--- src/common/bram_pkg.sv ---
`default_nettype none

package bram_pkg;

    // bank geometry
    localparam int NUM_BANKS   = 4;
    localparam int BANK_DEPTH  = 512;
    localparam int WORD_ADDR_W = 9;
    localparam int BANK_SEL_W  = 2;

    // data path
    localparam int DATA_W = 32;
    localparam int STRB_W = 4;
    localparam int BYTE_W = DATA_W / STRB_W;

    // apb address layout: [15:13] zero, [12:11] bank, [10:2] word, [1:0] zero
    localparam int PADDR_W  = 16;
    localparam int WORD_LSB = 2;
    localparam int BANK_LSB = WORD_LSB + WORD_ADDR_W;
    localparam int HIGH_LSB = BANK_LSB + BANK_SEL_W;

    // power-up contents of every bank, one byte pattern per word
    localparam int PRELOAD_LEN = 10;

    localparam logic [DATA_W-1:0] preload_pattern [PRELOAD_LEN] = '{
        32'h0101_0101,
        32'haaaa_aaaa,
        32'h5555_5555,
        32'hffff_ffff,
        32'hf0f0_f0f0,
        32'h0f0f_0f0f,
        32'hcccc_cccc,
        32'h3333_3333,
        32'h0202_0202,
        32'h0404_0404
    };

    // front end handshake states
    typedef enum logic [1:0] {
        st_idle,
        st_read_wait,
        st_read_done
    } apb_state_e;

endpackage

`default_nettype wire

--- src/rtl/bram_apb_front.sv ---
`timescale 1ns/1ps
`default_nettype none

module bram_apb_front (
    input  logic                              rdclk,
    input  logic                              reset,
    input  logic                              psel,
    input  logic                              penable,
    input  logic                              pwrite,
    input  logic [bram_pkg::PADDR_W-1:0]      paddr,
    input  logic [bram_pkg::DATA_W-1:0]       pwdata,
    input  logic [bram_pkg::STRB_W-1:0]       pstrb,
    output logic                              pready,
    output logic                              pslverr,
    output logic [bram_pkg::NUM_BANKS-1:0]    bank_wren,
    output logic [bram_pkg::NUM_BANKS-1:0]    bank_rden,
    output logic [bram_pkg::WORD_ADDR_W-1:0]  word_addr,
    output logic [bram_pkg::DATA_W-1:0]       wdata,
    output logic [bram_pkg::STRB_W-1:0]       wstrb,
    output logic                              rd_launch,
    output logic [bram_pkg::BANK_SEL_W-1:0]   rd_bank
);
    import bram_pkg::*;

    apb_state_e state;
    apb_state_e state_next;

    logic                  access;
    logic                  addr_legal;
    logic                  wr_hit;
    logic [BANK_SEL_W-1:0] bank_sel;
    logic [NUM_BANKS-1:0]  bank_onehot;

    // address decode
    assign access      = psel && penable;
    assign addr_legal  = (paddr[WORD_LSB-1:0] == '0) && (paddr[PADDR_W-1:HIGH_LSB] == '0);
    assign bank_sel    = paddr[HIGH_LSB-1:BANK_LSB];
    assign bank_onehot = NUM_BANKS'(1) << bank_sel;

    // shared bank bus
    assign word_addr = paddr[BANK_LSB-1:WORD_LSB];
    assign wdata     = pwdata;
    assign wstrb     = pstrb;

    // writes and errors finish in the first access cycle from idle
    assign wr_hit    = access && (state == st_idle) && pwrite && addr_legal;
    assign rd_launch = access && (state == st_read_wait);
    assign rd_bank   = bank_sel;

    assign bank_wren = wr_hit ? bank_onehot : '0;
    assign bank_rden = rd_launch ? bank_onehot : '0;

    assign pready  = (state == st_read_done) || (access && (state == st_idle));
    assign pslverr = access && (state == st_idle) && !addr_legal;

    always_comb begin
        state_next = state;
        case (state)
            st_idle: begin
                // legal read seen in setup, next access cycle fires the bank
                if (psel && !penable && !pwrite && addr_legal) begin
                    state_next = st_read_wait;
                end
            end
            st_read_wait: begin
                if (access) begin
                    state_next = st_read_done;
                end else if (!psel) begin
                    state_next = st_idle;
                end
            end
            st_read_done: begin
                state_next = st_idle;
            end
            default: begin
                state_next = st_idle;
            end
        endcase
    end

    always_ff @(posedge rdclk) begin
        if (reset) begin
            state <= st_idle;
        end else begin
            state <= state_next;
        end
    end

    // read_done raises pready from state alone, master must still be in access
    a_ready_in_access: assert property (
        @(posedge rdclk) disable iff (reset) pready |-> (psel && penable)
    );

endmodule

`default_nettype wire

--- config.mk ---
export PLATFORM = sky130hd
export DESIGN_NAME = bram_apb_front
export DESIGN_NICKNAME = d
export VERILOG_FILES = /design/src/common/bram_pkg.sv /design/src/rtl/bram_apb_front.sv
export SDC_FILE = /design/constraint.sdc
export NUM_CORES = 1
export LEC_CHECK = 0
export BUFFER_PORTS_ARGS = -buffer_cell sky130_fd_sc_hd__buf_2
export CAP_MARGIN = 20
export CORE_MARGIN = 1
export CORE_UTILIZATION = 26
export CTS_BUF_LIST = sky130_fd_sc_hd__clkbuf_8 sky130_fd_sc_hd__clkbuf_16
export CTS_CLUSTER_DIAMETER = 120
export CTS_CLUSTER_SIZE = 8
export DETAILED_ROUTE_END_ITERATION = 8
export PLACE_DENSITY = 0.85
export SETUP_SLACK_MARGIN = 0.3
export SLEW_MARGIN = 20
export SYNTH_ARGS = -nofsm -noshare
export SYNTH_HDL_FRONTEND = slang
export SYNTH_SLANG_ARGS = --single-unit
--- constraint.sdc ---
create_clock -name rdclk -period 2.7 [get_ports rdclk]
set_clock_uncertainty 0.1 [all_clocks]
set_input_delay 0.54 -clock rdclk [delete_from_list [all_inputs] [get_ports rdclk]]
set_output_delay 0.54 -clock rdclk [all_outputs]
set_load 0.02 [all_outputs]
# Yosys cells after proc, flatten, opt, wreduce, memory -nomap -nowiden
# Cells that the tools add are included.
[totals] register_bits=2 input_bits=57 out_inout_bits=58 word_cells=30
[op_classes] n_eq_ne=4 shift=1 n_mux=6 reduce_logical=18
[op_table] operator="$logic_and 1x1->1" n=10
[op_table] operator="$mux 4" n=2
[op_table] operator="$mux 2" n=3
[op_table] operator="$logic_not 2->1" n=2
[op_table] operator="$pmux 2 s2" n=1
[op_table] operator="$shl 1x2->4 const A" n=1
[op_table] operator="$logic_not 1->1" n=3
[op_table] operator="$logic_not 3->1" n=1
[op_table] operator="$ne 3x3->1 const B" n=1
[op_table] operator="$eq 2x1->1 const B" n=1
[op_table] operator="$eq 2x2->1 const B" n=1
[op_table] operator="$ne 2x1->1 const B" n=1
[op_table] operator="$reduce_and 2->1" n=1
[op_table] operator="$logic_or 1x1->1" n=1

# Logic depth before layout (Yosys ltp)
[logic_depth] ltp_word=6 mapped_depth=3 depth_no_buf=3

# Worst setup path after synthesis
# OpenSTA, ideal clock, no wires.
[synth_path] path_kind="input -> output" from="input port paddr[0] (netlist name)" to="output port bank_wren[1] (netlist name)" arrival_time_ns=1.590 required_ns=2.060 path_slack_ns=0.470 cell_stages=3 n_path_buf=0 cell_sequence="or4_4 > nor4_4 > and4b_1"
[synth_via] elab_chain_cells=4
[synth_lines] element="start, declared" line_no="bram_apb_front.sv:10" rtl="input logic [bram_pkg::PADDR_W-1:0] paddr,"
[synth_lines] element="$logic_not 2->1" line_no="bram_apb_front.sv:36" rtl="assign addr_legal = (paddr[WORD_LSB-1:0] == '0) && (paddr[PADDR_W-1:HIGH_LSB] == '0);"
[synth_lines] element="$logic_and 1x1->1" line_no="bram_apb_front.sv:36"
[synth_lines] element="$logic_and 1x1->1" line_no="bram_apb_front.sv:46" rtl="assign wr_hit = access && (state == st_idle) && pwrite && addr_legal;"
[synth_lines] element="$mux 4" line_no="bram_apb_front.sv:50" rtl="assign bank_wren = wr_hit ? bank_onehot : '0;"
[synth_lines] element="end, declared" line_no="bram_apb_front.sv:15" rtl="output logic [bram_pkg::NUM_BANKS-1:0] bank_wren,"
# No other way between the ends.

# Worst setup path after layout
[layout_path] from="input port paddr[0] (netlist name)" to="output port bank_wren[3] (netlist name)"
# The elaborated chain is that of the path after synthesis.

==> results by stage <==
Finish:
- The multi-input combinational cells in the finished layout cover a total of ~160 um^2.
- The largest registers in the layout are state x2.
- The library cell used most frequently in the layout, excluding fill and tap cells, is buf_2.
- The library cells used most frequently in the layout, excluding fill and tap cells, are 19 x buf_2, 4 x nor2_1, 4 x buf_4.
- The sequential cells in the finished layout cover a total of between 40 and 50 um^2.
- The area growth from synthesis to layout is -23.5%.
- In the final design database the tool counted 111 nets.
- The final design utilization is between 20% and 30%.
- The number of flip-flops under the largest register name is 2.
- The final antenna diode count is 0.
- The count of fill cells added during filler insertion is around 230.
- The post-route netlist has a little under 60% of its cells at a drive strength greater than 1.
- The register ranked first by flip-flop count is state.

Place:
- The final weighted congestion in routability-driven placement is between 0.6 and 0.7.
- The port buffer count is 24.

Timing:
- The minimum period implied by the final worst setup slack is about 2.4 ns.
- The final max-slew violation count came to 0.
- Setup violations remaining at the end of the flow were counted as 0.
- The timing-limited maximum frequency is roughly 0.42 GHz.
- At the pin with the least slew margin, the transition time is 0.303 ns.
- The worst relative slew slack is slightly below 80%.
- The count of final hold-check violations was 0.
- Setup repair after global routing could not meet its margin everywhere.
- In the finished design, the share of the clock period the worst path needs comes to about nine tenths.
- The accumulated negative setup slack is 0 ns.

Floorplan:
- The initial cell density of the core is around 28%.
- In this run the standard cell core region covers a little under 2000 um^2.
- During I/O placement, the number of pins put on the boundary was approximately 120.
- The chip height is 48.2 um.
- The number of rows created at floorplan is 16.
- The floorplan step defined a die boundary enclosing around 2300 um^2.
- The width of the die is slightly below 50 um.

Route:
- The final route contains 379 vias.
- For this run, the detailed router's first-pass iteration total came to 2.
- After the first detailed-routing iteration, the DRC count stood at 13.
- The ratio of routed vias to standard cells is between 4 and 5.
- In the routed design, unresolved DRC markers number 0.
- The wire length after detailed routing is approximately 1100 um.
- The post-route antenna net violation count is 0.
- Dividing the detail-routed wire length by the instance count gives ~14 um.

Global route:
- The first global-routing pass estimated approximately 1300 um of wire.
- Entering global routing, the biggest net connects 10 pins.
- The overall overflow remaining after global route is 0.
- The via count of the first global-routing pass is between 300 and 400.
- The all-layer global routing usage is under 10%.
- The initial antenna violation count is 0.

CTS:
- CTS placed an instance of clkbuf_8 at the clock tree root.
- The hold buffer count at cts is 0.
- The worst-case clock buffer depth is 2.
- The number of buffers created by CTS is 3.
- The clock latency at the later pin of the worst-skew pair is approximately 0.21 ns.
- The clock transition at the registers of the reported paths is roughly 0.03 ns.
- The maximum level of the CTS H-tree is 1.
- TritonCTS built the clock tree.
- Counting every sink on the clock net gives 2.

Yosys:
- After synthesis, the mean cell area works out to a little under 8 um^2.
- The number of nets handed over by synthesis was 128.
- For this run, the number of Yosys warnings is 0.
- After synthesis the netlist holds a flip-flop and latch count of 2.
- Synthesis handed over a netlist of 71 instances.
- The netlist area before placement is 554 um^2.
- The portion of the post-synthesis area used by sequential elements is around 7.2%.
- The number of different library cells in the post-synthesis netlist is 17.

Hold path:
- Counting instances, the worst hold path has a depth of 2.
- The start point of the worst hold path is reset.
- The endpoint of the worst hold path is state[1].
- The path category of the worst min-delay check is in -> reg.

Worst setup path:
- The largest fanout on the critical path is 4.
- The worst endpoint data arrival time is roughly 1.8 ns.
- For the worst setup path, the data required time is slightly above 2 ns.
- The worst register-to-register path begins at state[0].
- The capturing element type of the critical path is an output port.
- The kind of critical path is in -> out.
- The worst flop-to-flop path endpoint is state[1].
- The slack of the worst reg-to-reg path is around 1.7 ns.
- The type of element launching the critical path is an input port.
- The path depth of the worst reg2reg path is 2.

Power:
- The worst ir drop on vdd is 0.279 mV.
- The power density of the placed cells is 414 nW/um^2.
- Summed over all cells, the static leakage comes to around 0.22 nW.

Run:
- Max-cap violations in this run came to 0.

Status:
- The flow ran to the end, and the final reports show no timing, DRC or antenna violations.
-- metrics by stage --
stage | hold WS [ns] | cells | setup slack, ns | area, um^2 | total power [mW]
detailed placement | 0.471 | 75 | 0.249 | 355 | 0.0569
global route | 0.407 | 79 | 0.257 | 424 | 0.184
floorplan | 0.410 | 71 | 0.470 | 554 | 0.140
finish | 0.411 | 79 | 0.308 | 424 | 0.175
global placement | 0.424 | 75 | 0.291 | 355 | 0.0564
CTS | 0.408 | 79 | 0.271 | 422 | 0.180
-- layout make-up --
type | count | area share, %
Clock buffer | 3 | 9.73
Inverter | 1 | 0.885
Multi-Input combinational cell | 21 | 37.2
Sequential cell | 2 | 9.44
Tap cell | 27 | 7.96
Timing Repair Buffer | 25 | 34.8
-- cell families (layout without fill, tap and decap cells) --
logic type | count (synthesis) | count (layout) | synth area share [%]
compound gates | 2 | 2 | 2.26
buf+inv | 48 | 29 | 64.3
flops | 2 | 2 | 7.22
simple gates | 19 | 19 | 26.2
-- synth_stat cells --
cell      count  area (um^2)
a21oi_1       1         5.00
nor2_1        4         15.0
or4_4         1         11.3
nand4b_1      1         8.76
and3_1        1         6.26
and3_2        1         7.51
nor4b_1       1         8.76
inv_1         1         3.75
nor3b_1       2         15.0
nor3_1        3         15.0
dfxtp_1       2         40.0
nor4_4        1         21.3
buf_4        47          353
and4_1        1         8.76
nand3b_1      1         7.51
o21a_1        1         7.51
and4b_1       2         20.0
-- worst max-delay path: stages --
cell    delay [ns]
buf_6         0.09
or4_4         0.54
nor4_4        0.20
and4_1        0.24
buf_4         0.14
-- report_power, final --
group          leakage (nW)  total, mW  switching, mW  internal, mW
sequential           0.0161     0.0299      0.0000647        0.0299
combinational         0.180     0.0280         0.0155        0.0124
clock                0.0216      0.118         0.0233        0.0943
-- worst max path at each step --
stage	start	endpoint	slack [ns]	depth (start not counted)
after global routing	paddr[0]	bank_wren[2]	0.26	5
after floorplan	paddr[0]	bank_wren[1]	0.47	3
after CTS	paddr[0]	bank_wren[3]	0.27	5
after detailed placement	paddr[0]	bank_wren[3]	0.25	5
final	paddr[0]	bank_wren[3]	0.31	5
after global placement	paddr[0]	bank_wren[3]	0.29	5
-- layer usage --
metal  GRT usage [%]  wire [um]  vias to the layer above
met1            6.42        368                      182
li1                -          -                      152
met3            4.07        157                        4
met2            15.2        557                       41
met5               0          0                        -
met4            8.33          9                        0
-- timing repair --
item / 4_1_cts / 5_1_grt
setup endpoints to repair: 4 / 3
buffers inserted: 1 / 0
pin swaps: 1 / 2
gates resized for setup: 5 / 1
Power figures use the tool's default switching activity.
