<file path="src/common/bram_pkg.sv">
`default_nettype none

package bram_pkg;

    // bank geometry
    localparam int NUM_BANKS   = 4;
    localparam int BANK_DEPTH  = 512;
    localparam int WORD_ADDR_W = 9;
    localparam int BANK_SEL_W  = 2;

    // data path
    localparam int DATA_W = 32;
    localparam int STRB_W = 4;
    localparam int BYTE_W = DATA_W / STRB_W;

    // apb address layout: [15:13] zero, [12:11] bank, [10:2] word, [1:0] zero
    localparam int PADDR_W  = 16;
    localparam int WORD_LSB = 2;
    localparam int BANK_LSB = WORD_LSB + WORD_ADDR_W;
    localparam int HIGH_LSB = BANK_LSB + BANK_SEL_W;

    // power-up contents of every bank, one byte pattern per word
    localparam int PRELOAD_LEN = 10;

    localparam logic [DATA_W-1:0] preload_pattern [PRELOAD_LEN] = '{
        32'h0101_0101,
        32'haaaa_aaaa,
        32'h5555_5555,
        32'hffff_ffff,
        32'hf0f0_f0f0,
        32'h0f0f_0f0f,
        32'hcccc_cccc,
        32'h3333_3333,
        32'h0202_0202,
        32'h0404_0404
    };

    // front end handshake states
    typedef enum logic [1:0] {
        st_idle,
        st_read_wait,
        st_read_done
    } apb_state_e;

endpackage

`default_nettype wire

</file>
<file path="src/rtl/bank_read_mux.sv">
`timescale 1ns/1ps
`default_nettype none

module bank_read_mux (
    input  logic                              rdclk,
    input  logic                              reset,
    input  logic                              rd_launch,
    input  logic [bram_pkg::BANK_SEL_W-1:0]   rd_bank,
    input  logic [bram_pkg::DATA_W-1:0]       bank_rdata [bram_pkg::NUM_BANKS],
    output logic [bram_pkg::DATA_W-1:0]       prdata
);
    import bram_pkg::*;

    logic [BANK_SEL_W-1:0] rd_bank_q;
    logic                  data_valid;

    // bank number captured on the same edge the bank registers its word
    always_ff @(posedge rdclk) begin
        if (reset) begin
            rd_bank_q  <= '0;
            data_valid <= 1'b0;
        end else begin
            data_valid <= rd_launch;
            if (rd_launch) begin
                rd_bank_q <= rd_bank;
            end
        end
    end

    // only the read completion cycle shows bank data, zero otherwise
    always_comb begin
        if (data_valid) begin
            prdata = bank_rdata[rd_bank_q];
        end else begin
            prdata = '0;
        end
    end

endmodule

`default_nettype wire

</file>
<file path="config.mk">
export PLATFORM = sky130hd
export DESIGN_NAME = bank_read_mux
export DESIGN_NICKNAME = d
export VERILOG_FILES = /design/src/common/bram_pkg.sv /design/src/rtl/bank_read_mux.sv
export SDC_FILE = /design/constraint.sdc
export NUM_CORES = 1
export LEC_CHECK = 0
export BUFFER_PORTS_ARGS = -buffer_cell sky130_fd_sc_hd__buf_4
export CELL_PAD_IN_SITES_DETAIL_PLACEMENT = 1
export CELL_PAD_IN_SITES_GLOBAL_PLACEMENT = 1
export CORE_UTILIZATION = 18
export DETAILED_ROUTE_END_ITERATION = 8
export PLACE_DENSITY_LB_ADDON = 0.1
export SETUP_SLACK_MARGIN = 0.5
export SYNTH_ARGS = -nofsm -noshare
export SYNTH_HDL_FRONTEND = slang
export SYNTH_SLANG_ARGS = --single-unit
</file>
<file path="constraint.sdc">
create_clock -name rdclk -period 2.2 [get_ports rdclk]
set_clock_uncertainty 0.2 [all_clocks]
set_input_delay 0.22 -clock rdclk [delete_from_list [all_inputs] [get_ports rdclk]]
set_output_delay 0.22 -clock rdclk [all_outputs]
set_load 0.05 [all_outputs]
</file>
### Word level (Yosys, flattened, before mapping)

Cells that the tools add are included.

| word-level totals | value |
|---|---|
| flip-flop bits (word level) | 3 |
| input bits | 133 |
| output and inout port bits | 32 |
| logic and storage cells | 8 |

| operators by class | value |
|---|---|
| order comparisons | 1 |
| multiplexer cells | 4 |
| bitwise gates (word level) | 1 |

Operators by type and width:

| operator | number |
|---|---|
| $mux 32 | 3 |
| $bmux 32 s2 | 1 |
| $ge 3x3->1 const B | 1 |
| $not 2->3 | 1 |

### Longest topological paths before layout

Gate-level depths: netlist (run 1).

| depth | value |
|---|---|
| word-level depth | 5 |
| mapped depth | 4 |
| mapped depth without buffers | 2 |

### Worst setup path after synthesis (run 1)

Ideal clock, no wire load.

| path | value |
|---|---|
| path type | reg2out |
| start point | register rd_bank_q[1] |
| end point | output prdata[0] in the netlist's numbering |
| arrival time | 1.501 ns |
| required time | 1.780 ns |
| slack | 0.279 ns |
| cell stages (with the launch flop) | 5 |
| path buffers | 2 |
| path through | dfxtp_1 buf_6 buf_6 mux2i_1 o22ai_1 |

| on the way | value |
|---|---|
| cells in the longest elaborated chain, start to end | 5 |

RTL lines:

| element | line | text |
|---|---|---|
| start, declared | bank_read_mux.sv:14 | `logic [BANK_SEL_W-1:0] rd_bank_q;` |
| start signal, assigned | bank_read_mux.sv:25 | `rd_bank_q <= rd_bank;` |
| $not 2->3 (not written as such) | bank_read_mux.sv:33 | `prdata = bank_rdata[rd_bank_q];` |
| $bmux 32 s2 | bank_read_mux.sv:33 |  |
| $mux 32 (not written as such) (2 in series) | bank_read_mux.sv:33 |  |
| $mux 32 | bank_read_mux.sv:32 | `if (data_valid) begin` |
| end, declared | bank_read_mux.sv:10 | `output logic [bram_pkg::DATA_W-1:0] prdata` |

Every way passes these cells. The select of a mux whose other input is x is not followed.

### Final worst setup path (run 1)

| path | value |
|---|---|
| start point | register rd_bank_q[1] |
| end point | output prdata[5] in the netlist's numbering |

The elaborated chain is that of the path after synthesis.

==> metrics.md, run 1 <==
| Metric | Value |
|---|---|
| Outcome | `complete, no violations` |
| Most frequent cells after synthesis | `mux2i_1, o22ai_1, buf_6` |
| Detailed Routing Iterations Pass 1 | `3` |
| Slowest stage delay, CP | `a little under 0.4 ns` |
| Syn_nets | `between 200 and 300` |
| Most common cell in the netlist | `mux2i_1` |
| DR vias | `1,693` |
| Setup TNS Final | `0 ns` |
| Crit path max-delay family | `buffers and inverters` |
| Area grow syn2layout | `157%` |
| Synth cell types | `10` |
| Period utilization | `0.815` |
| FF-to-FF End | `rd_bank_q[1]` |
| Leak | `about 1.3 nW` |
| Post-synthesis xor/xnor area fraction | `0` |
| Syn avg cell area | `8.77 sq um` |
| Reg2reg start | `rd_bank_q[1]` |
| H-tree Lvls | `1` |
| Critical Path Sink Type | `output port` |
| Hold path endpoint | `rd_bank_q[1]` |
| Max_cap viols | `0` |
| Min cycle time layout | `1.79 ns` |
| Fin Hold WS | `0.0421 ns` |
| Clk root buf | `clkbuf_8` |
| Initial antenna violation count | `0` |
| Slowest cell on crit path | `dfxtp_4` |
| Rows | `27` |
| CP cell instances | `buf_12, mux2i_1, o22ai_2, buf_4` |
| Mapped Area | `0.00104 sq mm` |
| Routed wire length | `between 5000 and 6000 um` |
| # setup viols final | `0` |
| Vias in the first global route | `around 1,800` |
| CP required | `between 1.5 and 2 ns` |
| Final Core Density | `0.484` |
| GPL Wtd Cong | `between 0.7 and 0.8` |
| Overall die height | `around 78 um` |
| Pin count of the biggest net entering global routing | `26` |
| Layout cells sized above 1 | `0.765` |
| Setup crit start kind | `flip-flop` |
| Routed vias/inst | `4.74` |
| IO Pins | `between 150 and 200` |
| Longest Clk Path Bufs | `2` |
| CP max FO | `22` |
| Setup Crit Path Kind | `flip-flop to output port` |
| WHS Path Cells | `3` |
| Crit path DAT | `1.37 ns` |
| Post-synth EDFFs | `0` |
| Final worst slack | `0.407 ns` |
| R2R setup slack | `around 1.2 ns` |
| Footprint of the multi-input gates | `approximately 0.0011 sq mm` |
| Yosys top cell by area | `mux2i_1` |
| Ys flop type | `dfxtp_1` |
| Main combinational cell family by area after synthesis | `multiplexers` |
| Peak VDD IR | `between 0.2 and 0.25 mV` |
| Final HPWL DP | `4430 um` |
| Fmax | `0.558 GHz` |
| Reg2Reg Depth | `3` |
| Power per standard cell area | `306 mW/mm^2` |
| Synth Area in Adders | `0` |
| HP Class | `input pin to flip-flop` |
| N_diodes | `0` |
| Relative slew margins | `0.869` |
| Chip Width | `78.1 um` |
| Fillers | `657` |
| First-pass GRT wire length | `8270 um` |
| Starting Density | `0.188` |
| Synth warnings | `0` |
| DR WL/cell | `15.3 um` |
| Compound-Gate Fraction of Synth Area | `0.192` |
| Mux share of post-synthesis cell area | `0.633` |
| Nets | `419` |
| Most area-consuming cells after synthesis | `mux2i_1, o22ai_1, buf_6` |
| Die area | `between 0.006 and 0.007 sq mm` |
| CTS Buf Count | `3` |
| Post-synth ARST share | `0` |
| Routed Antenna Nets | `0` |
| IO Port Bufs | `164` |
| Max Slew Vio Count | `0` |
| Unrepaired setup endpoints after global routing | `true` |
| Aggregate global routing overflow | `0` |
| Post-synthesis sequential area ratio | `0.0576` |
| Hold_sp | `rd_bank[1]` |
| Yosys reg bits | `3` |
| Worst Path Buf+Inv | `2` |
| Worst slew pin tran | `0.190 ns` |
| Clock Pin Slew Worst Setup and Hold Paths | `0.03 ns` |
| Post-Synth Simple-Gate Area | `0.0228` |
| Syn Inst Count | `119` |
| Final Hold Vio Count | `0` |
| Place WS | `0.499 ns` |
| Clock sink total | `3` |
| Core area | `0.00554 sq mm` |
| DRC | `0` |
| CTS tree | `built` |
| Drt first-iter violations | `27` |
| Yosys top cell area share | `0.633` |
| FF+latch area | `approximately 65 sq um` |
| GRT Total Usage | `0.170` |
| Worst skew pair latency | `0.22 ns` |
## power by group
part	switching [mW]	leakage, nW	internal, mW	total (mW)
Clock	0.0372	0.0228	0.124	0.161
Combinational	0.281	1.20	0.315	0.596
Sequential	0.00588	0.0258	0.0579	0.0638
Total	0.324	1.25	0.497	0.820
## cell type report
cell class                      count  share of cell area
Timing Repair Buffer              175               0.512
Tap cell                           72              0.0336
Sequential cell                     3              0.0243
Clock buffer                        4              0.0168
Multi-Input combinational cell    103               0.413
## through the flow
stage	cells	total power [mW]	cell area, sq um
after detailed placement	348	0.635	2520
after CTS	355	0.816	2630
final	357	0.820	2680
after floorplan	119	0.372	1190
after global routing	357	0.867	2680
after global placement	348	0.630	2520
## repair_timing
item | in CTS | in global routing
endpoints found under the hold margin | 3 | 0
gates resized for setup | 9 | 10
endpoints found under the setup margin | 32 | 32
hold buffers | 1 | 0
buffers inserted | 2 | 2
## worst min-delay path, cell delays in order
cell and delay [ns]:
buf_4 0.08, mux2i_1 0.05, nor2_1 0.07
## state kept, by name, summed over array words and instances (netlist names)
signal,cells
data_valid,1
rd_bank_q,2
## how the worst max path moves through the flow
stage,slack (ns),start,cells after the start,to
2_1_floorplan,0.28,rd_bank_q[1],4,prdata[31]
3_3_place_gp,0.50,rd_bank_q[1],4,prdata[28]
3_5_place_dp,0.50,rd_bank_q[0],4,prdata[26]
4_1_cts,0.39,rd_bank_q[1],4,prdata[19]
5_1_grt,0.34,rd_bank_q[1],4,prdata[18]
6_report,0.41,rd_bank_q[1],4,prdata[5]
## layout by cell type (no fill, tap or decap)
cell,n
mux2i_4,1
dfxtp_1,1
o22ai_1,8
mux2i_2,12
clkbuf_8,3
dlygate4sd3_1,1
nand2b_4,1
buf_6,2
nor2_1,2
nand2_4,1
clkbuf_1,1
nor2b_1,1
dfxtp_4,1
buf_12,4
mux2i_1,53
o22ai_2,24
buf_4,168
dfxtp_2,1
## routing by layer
layer / GRT usage / part of all wire / up-vias
met5: 0 / 0 / -
met4: 0.0704 / 0.024 / 0
met3: 0.0500 / 0.11 / 12
met2: 0.307 / 0.48 / 111
met1: 0.183 / 0.39 / 759
li1: - / - / 811
## cell families after synthesis
| kind of cell | Yosys count |
|---|---|
| buffers and inverters | 13 |
| and+or+nand+nor | 5 |
| DFF | 3 |
| muxes | 66 |
| AOI/OAI and AO/OA | 32 |
Note: power is estimated with default switching activity, not from simulation.
==> run 2: changes to the inputs <==
- CORE_UTILIZATION: 18 -> 15
- clock period: 2.2 -> 1.6 ns (I/O delays scaled with it)
==> run 2 against run 1 <==
Net effect:
- the flow now finishes with violations (setup timing)
- core utilization is 12 points higher
- combinational power is 130% higher
- count of clock-buffer cells in the layout stayed put
- routed wire length is 21% higher
- first-iteration DRC count is 56% lower
- worst setup slack worse by 0.66 ns
- register-to-register slack worse by 0.70 ns
- critical path depth is 1 higher
- sequential power is 36% higher
- highest routed layer unchanged
==> metrics.md, run 2 (synthesis results as in run 1) <==
| Metric | Value |
|---|---|
| Met1 GRT Util | `0.186 (+0.00278)` |
| Die area | `0.00729 sq mm (+19%)` |
| Final Cell Area | `0.00407 sq mm (+52%)` |
| GRT Total Usage | `0.156 (-0.0137)` |
| Worst slew pin tran | `0.236 ns (+0.0452 ns)` |
| Placed Cells | `360 (+3.4%)` |
| Leading cell type in the layout, fill and taps excluded | `buf_4` |
| Non-filler cells, final | `377 (+5.6%)` |
| Max_cap viols | `0 (unchanged)` |
| IO Pins | `165 (unchanged)` |
| Rows | `30 (+11%)` |
| Period utilization | `1.16` |
| Initial antenna violation count | `0 (unchanged)` |
| Leak | `1.50 nW (+20%)` |
| GR peak layer | `met2` |
| GPL Wtd Cong | `0.667 (-9.8%)` |
| Nets | `431 (+2.9%)` |
| Unrepaired setup endpoints after global routing | `true` |
| Violated checks | `setup timing` |
| Layout cells sized above 1 | `0.960 (+0.195)` |
| Setup TNS Final | `-5.95 ns (-5.95 ns)` |
| Detailed Routing Iterations Pass 1 | `4 (+1)` |
| # setup viols final | `32 (+32)` |
| WHS Path Cells | `3 (unchanged)` |
| Vias in the first global route | `1,868 (+6.3%)` |
| Fmax | `0.539 GHz` |
| Place WS | `-0.0378 ns (-0.537 ns)` |
| Core area | `0.00676 sq mm (+22%)` |
| Crit path DAT | `1.50 ns (+0.13 ns)` |
| Chip Width | `85.4 um (+9.3%)` |
| FF-to-FF End | `rd_bank_q[1]` |
| Global routing met2 resource utilization | `0.292 (-0.0154)` |
| Setup crit start kind | `flip-flop` |
| Fin Hold WS | `0.00323 ns (-0.0389 ns)` |
| Largest register FFs | `2 (unchanged)` |
| Area grow syn2layout | `290%` |
| Overall die height | `85.4 um (+9.3%)` |
| DR WL/cell | `17.5 um (+14%)` |
| Relative slew margins | `0.840 (-0.0296)` |
| GR Util met3 | `0.0389 (-0.0111)` |
| Reg2reg start | `rd_bank_q[1]` |
| Most flop-heavy register | `rd_bank_q` |
| Outcome | `finished with violations` |
| Final Hold Vio Count | `0 (unchanged)` |
| Pin count of the biggest net entering global routing | `24 (-7.7%)` |
| Clock sink total | `3 (unchanged)` |
| DRC | `0 (unchanged)` |
| HP Class | `input pin to flip-flop` |
| Starting Density | `0.154 (-0.0339)` |
| Final HPWL DP | `4460 um (+0.59%)` |
| Critical Path Sink Type | `output port` |
| Final worst slack | `-0.256 ns (-0.664 ns)` |
| H-tree Lvls | `1 (unchanged)` |
| Clock Pin Slew Worst Setup and Hold Paths | `0.03 ns (about the same)` |
| Footprint of the multi-input gates | `0.00207 sq mm (+87%)` |
| Setup Crit Path Kind | `flip-flop to output port` |
| Reg2Reg Depth | `4 (+1)` |
| Tot Pwr | `1.66 mW (+100%)` |
| CP required | `1.24 ns (-0.54 ns)` |
| Biggest regs | `rd_bank_q: 2 flops, data_valid: 1 flops` |
| IO Port Bufs | `164 (unchanged)` |
| CTS tree | `built` |
| Routed wire length | `6600 um (+21%)` |
| Hold_sp | `rd_bank[1]` |
| Routed Antenna Nets | `0 (unchanged)` |
| DP Area | `0.00292 sq mm (+16%)` |
| FF+latch area | `63.8 sq um (-1.9%)` |
| Worst skew pair latency | `0.22 ns (about the same)` |
| Commonest non-fill, non-tap cells in the layout | `buf_4, mux2i_4, o22ai_4, buf_6, buf_12` |
| R2R setup slack | `0.47 ns (-0.70 ns)` |
| Final Core Density | `0.602 (+0.118)` |
| DR vias | `1,768 (+4.4%)` |
| Max Slew Vio Count | `0 (unchanged)` |
| Hold path endpoint | `rd_bank_q[1]` |
| Clk root buf | `clkbuf_8` |
| Routed vias/inst | `4.69 (-1.1%)` |
| Fillers | `639 (-2.7%)` |
| CP max FO | `6 (-73%)` |
| Aggregate global routing overflow | `0 (unchanged)` |
| Peak VDD IR | `0.239 mV (+11%)` |
| Longest Clk Path Bufs | `2 (unchanged)` |
| CTS Buf Count | `3 (unchanged)` |
| First-pass GRT wire length | `9140 um (+11%)` |
| Min cycle time layout | `~1.9 ns` |
| Power per standard cell area | `409 mW/mm^2 (+34%)` |
| N_diodes | `0 (unchanged)` |
| Drt first-iter violations | `12 (-56%)` |
run 2: cell count changes in the layout (fill, tap and decap cells not counted), sizes merged:
cell / previous run / this run
buf: 174 / 179
dlymetal6s4s: 0 / 1
dlygate4sd3: 1 / 2
clkbuf: 4 / 9
run 2: repair_timing:
action                                  CTS  global route
gates cloned                              0             7
hold buffers                              3             0
resized for setup                        61            96
hold endpoints to repair                  3             0
endpoints found under the setup margin   32            34
pin swaps                                 0            25
setup buffers                             0             3
run 2: metal layers:
layer,wire [um],vias up,share of wire
li1,-,852,-
met1,2330,822,0.35
met2,3810,90,0.58
met3,443,4,0.067
met4,20,0,0.0030
met5,0,-,0
run 2: final cells by class:
cell class / instances / area share
tap: 80 / 0.0246
timing repair buffer: 187 / 0.440
clock buffer: 4 / 0.0111
multi-input combinational: 103 / 0.508
sequential: 3 / 0.0157
run 2: power by group:
part	internal, mW	switching, mW
clock	0.170	0.0530
combinational	0.743	0.610
sequential	0.0792	0.00726
run 2: worst max-delay path: stages (launching register included):
cell and delay (ns):
dfxtp_4 0.38, buf_8 0.14, clkbuf_16 0.18, mux2i_2 0.28, o22ai_4 0.10, buf_4 0.19
run 2: worst max path at each step:
| stage | start | endpoint | slack, ns |
|---|---|---|---|
| final | rd_bank_q[1] | prdata[5] | -0.26 |
| after detailed placement | rd_bank_q[1] | prdata[14] | -0.04 |
| after global routing | rd_bank_q[1] | prdata[5] | -0.30 |
| after floorplan | rd_bank_q[1] | prdata[11] | 0.12 |
| after CTS | rd_bank_q[1] | prdata[14] | -0.23 |
| after global placement | rd_bank_q[1] | prdata[23] | 0.01 |
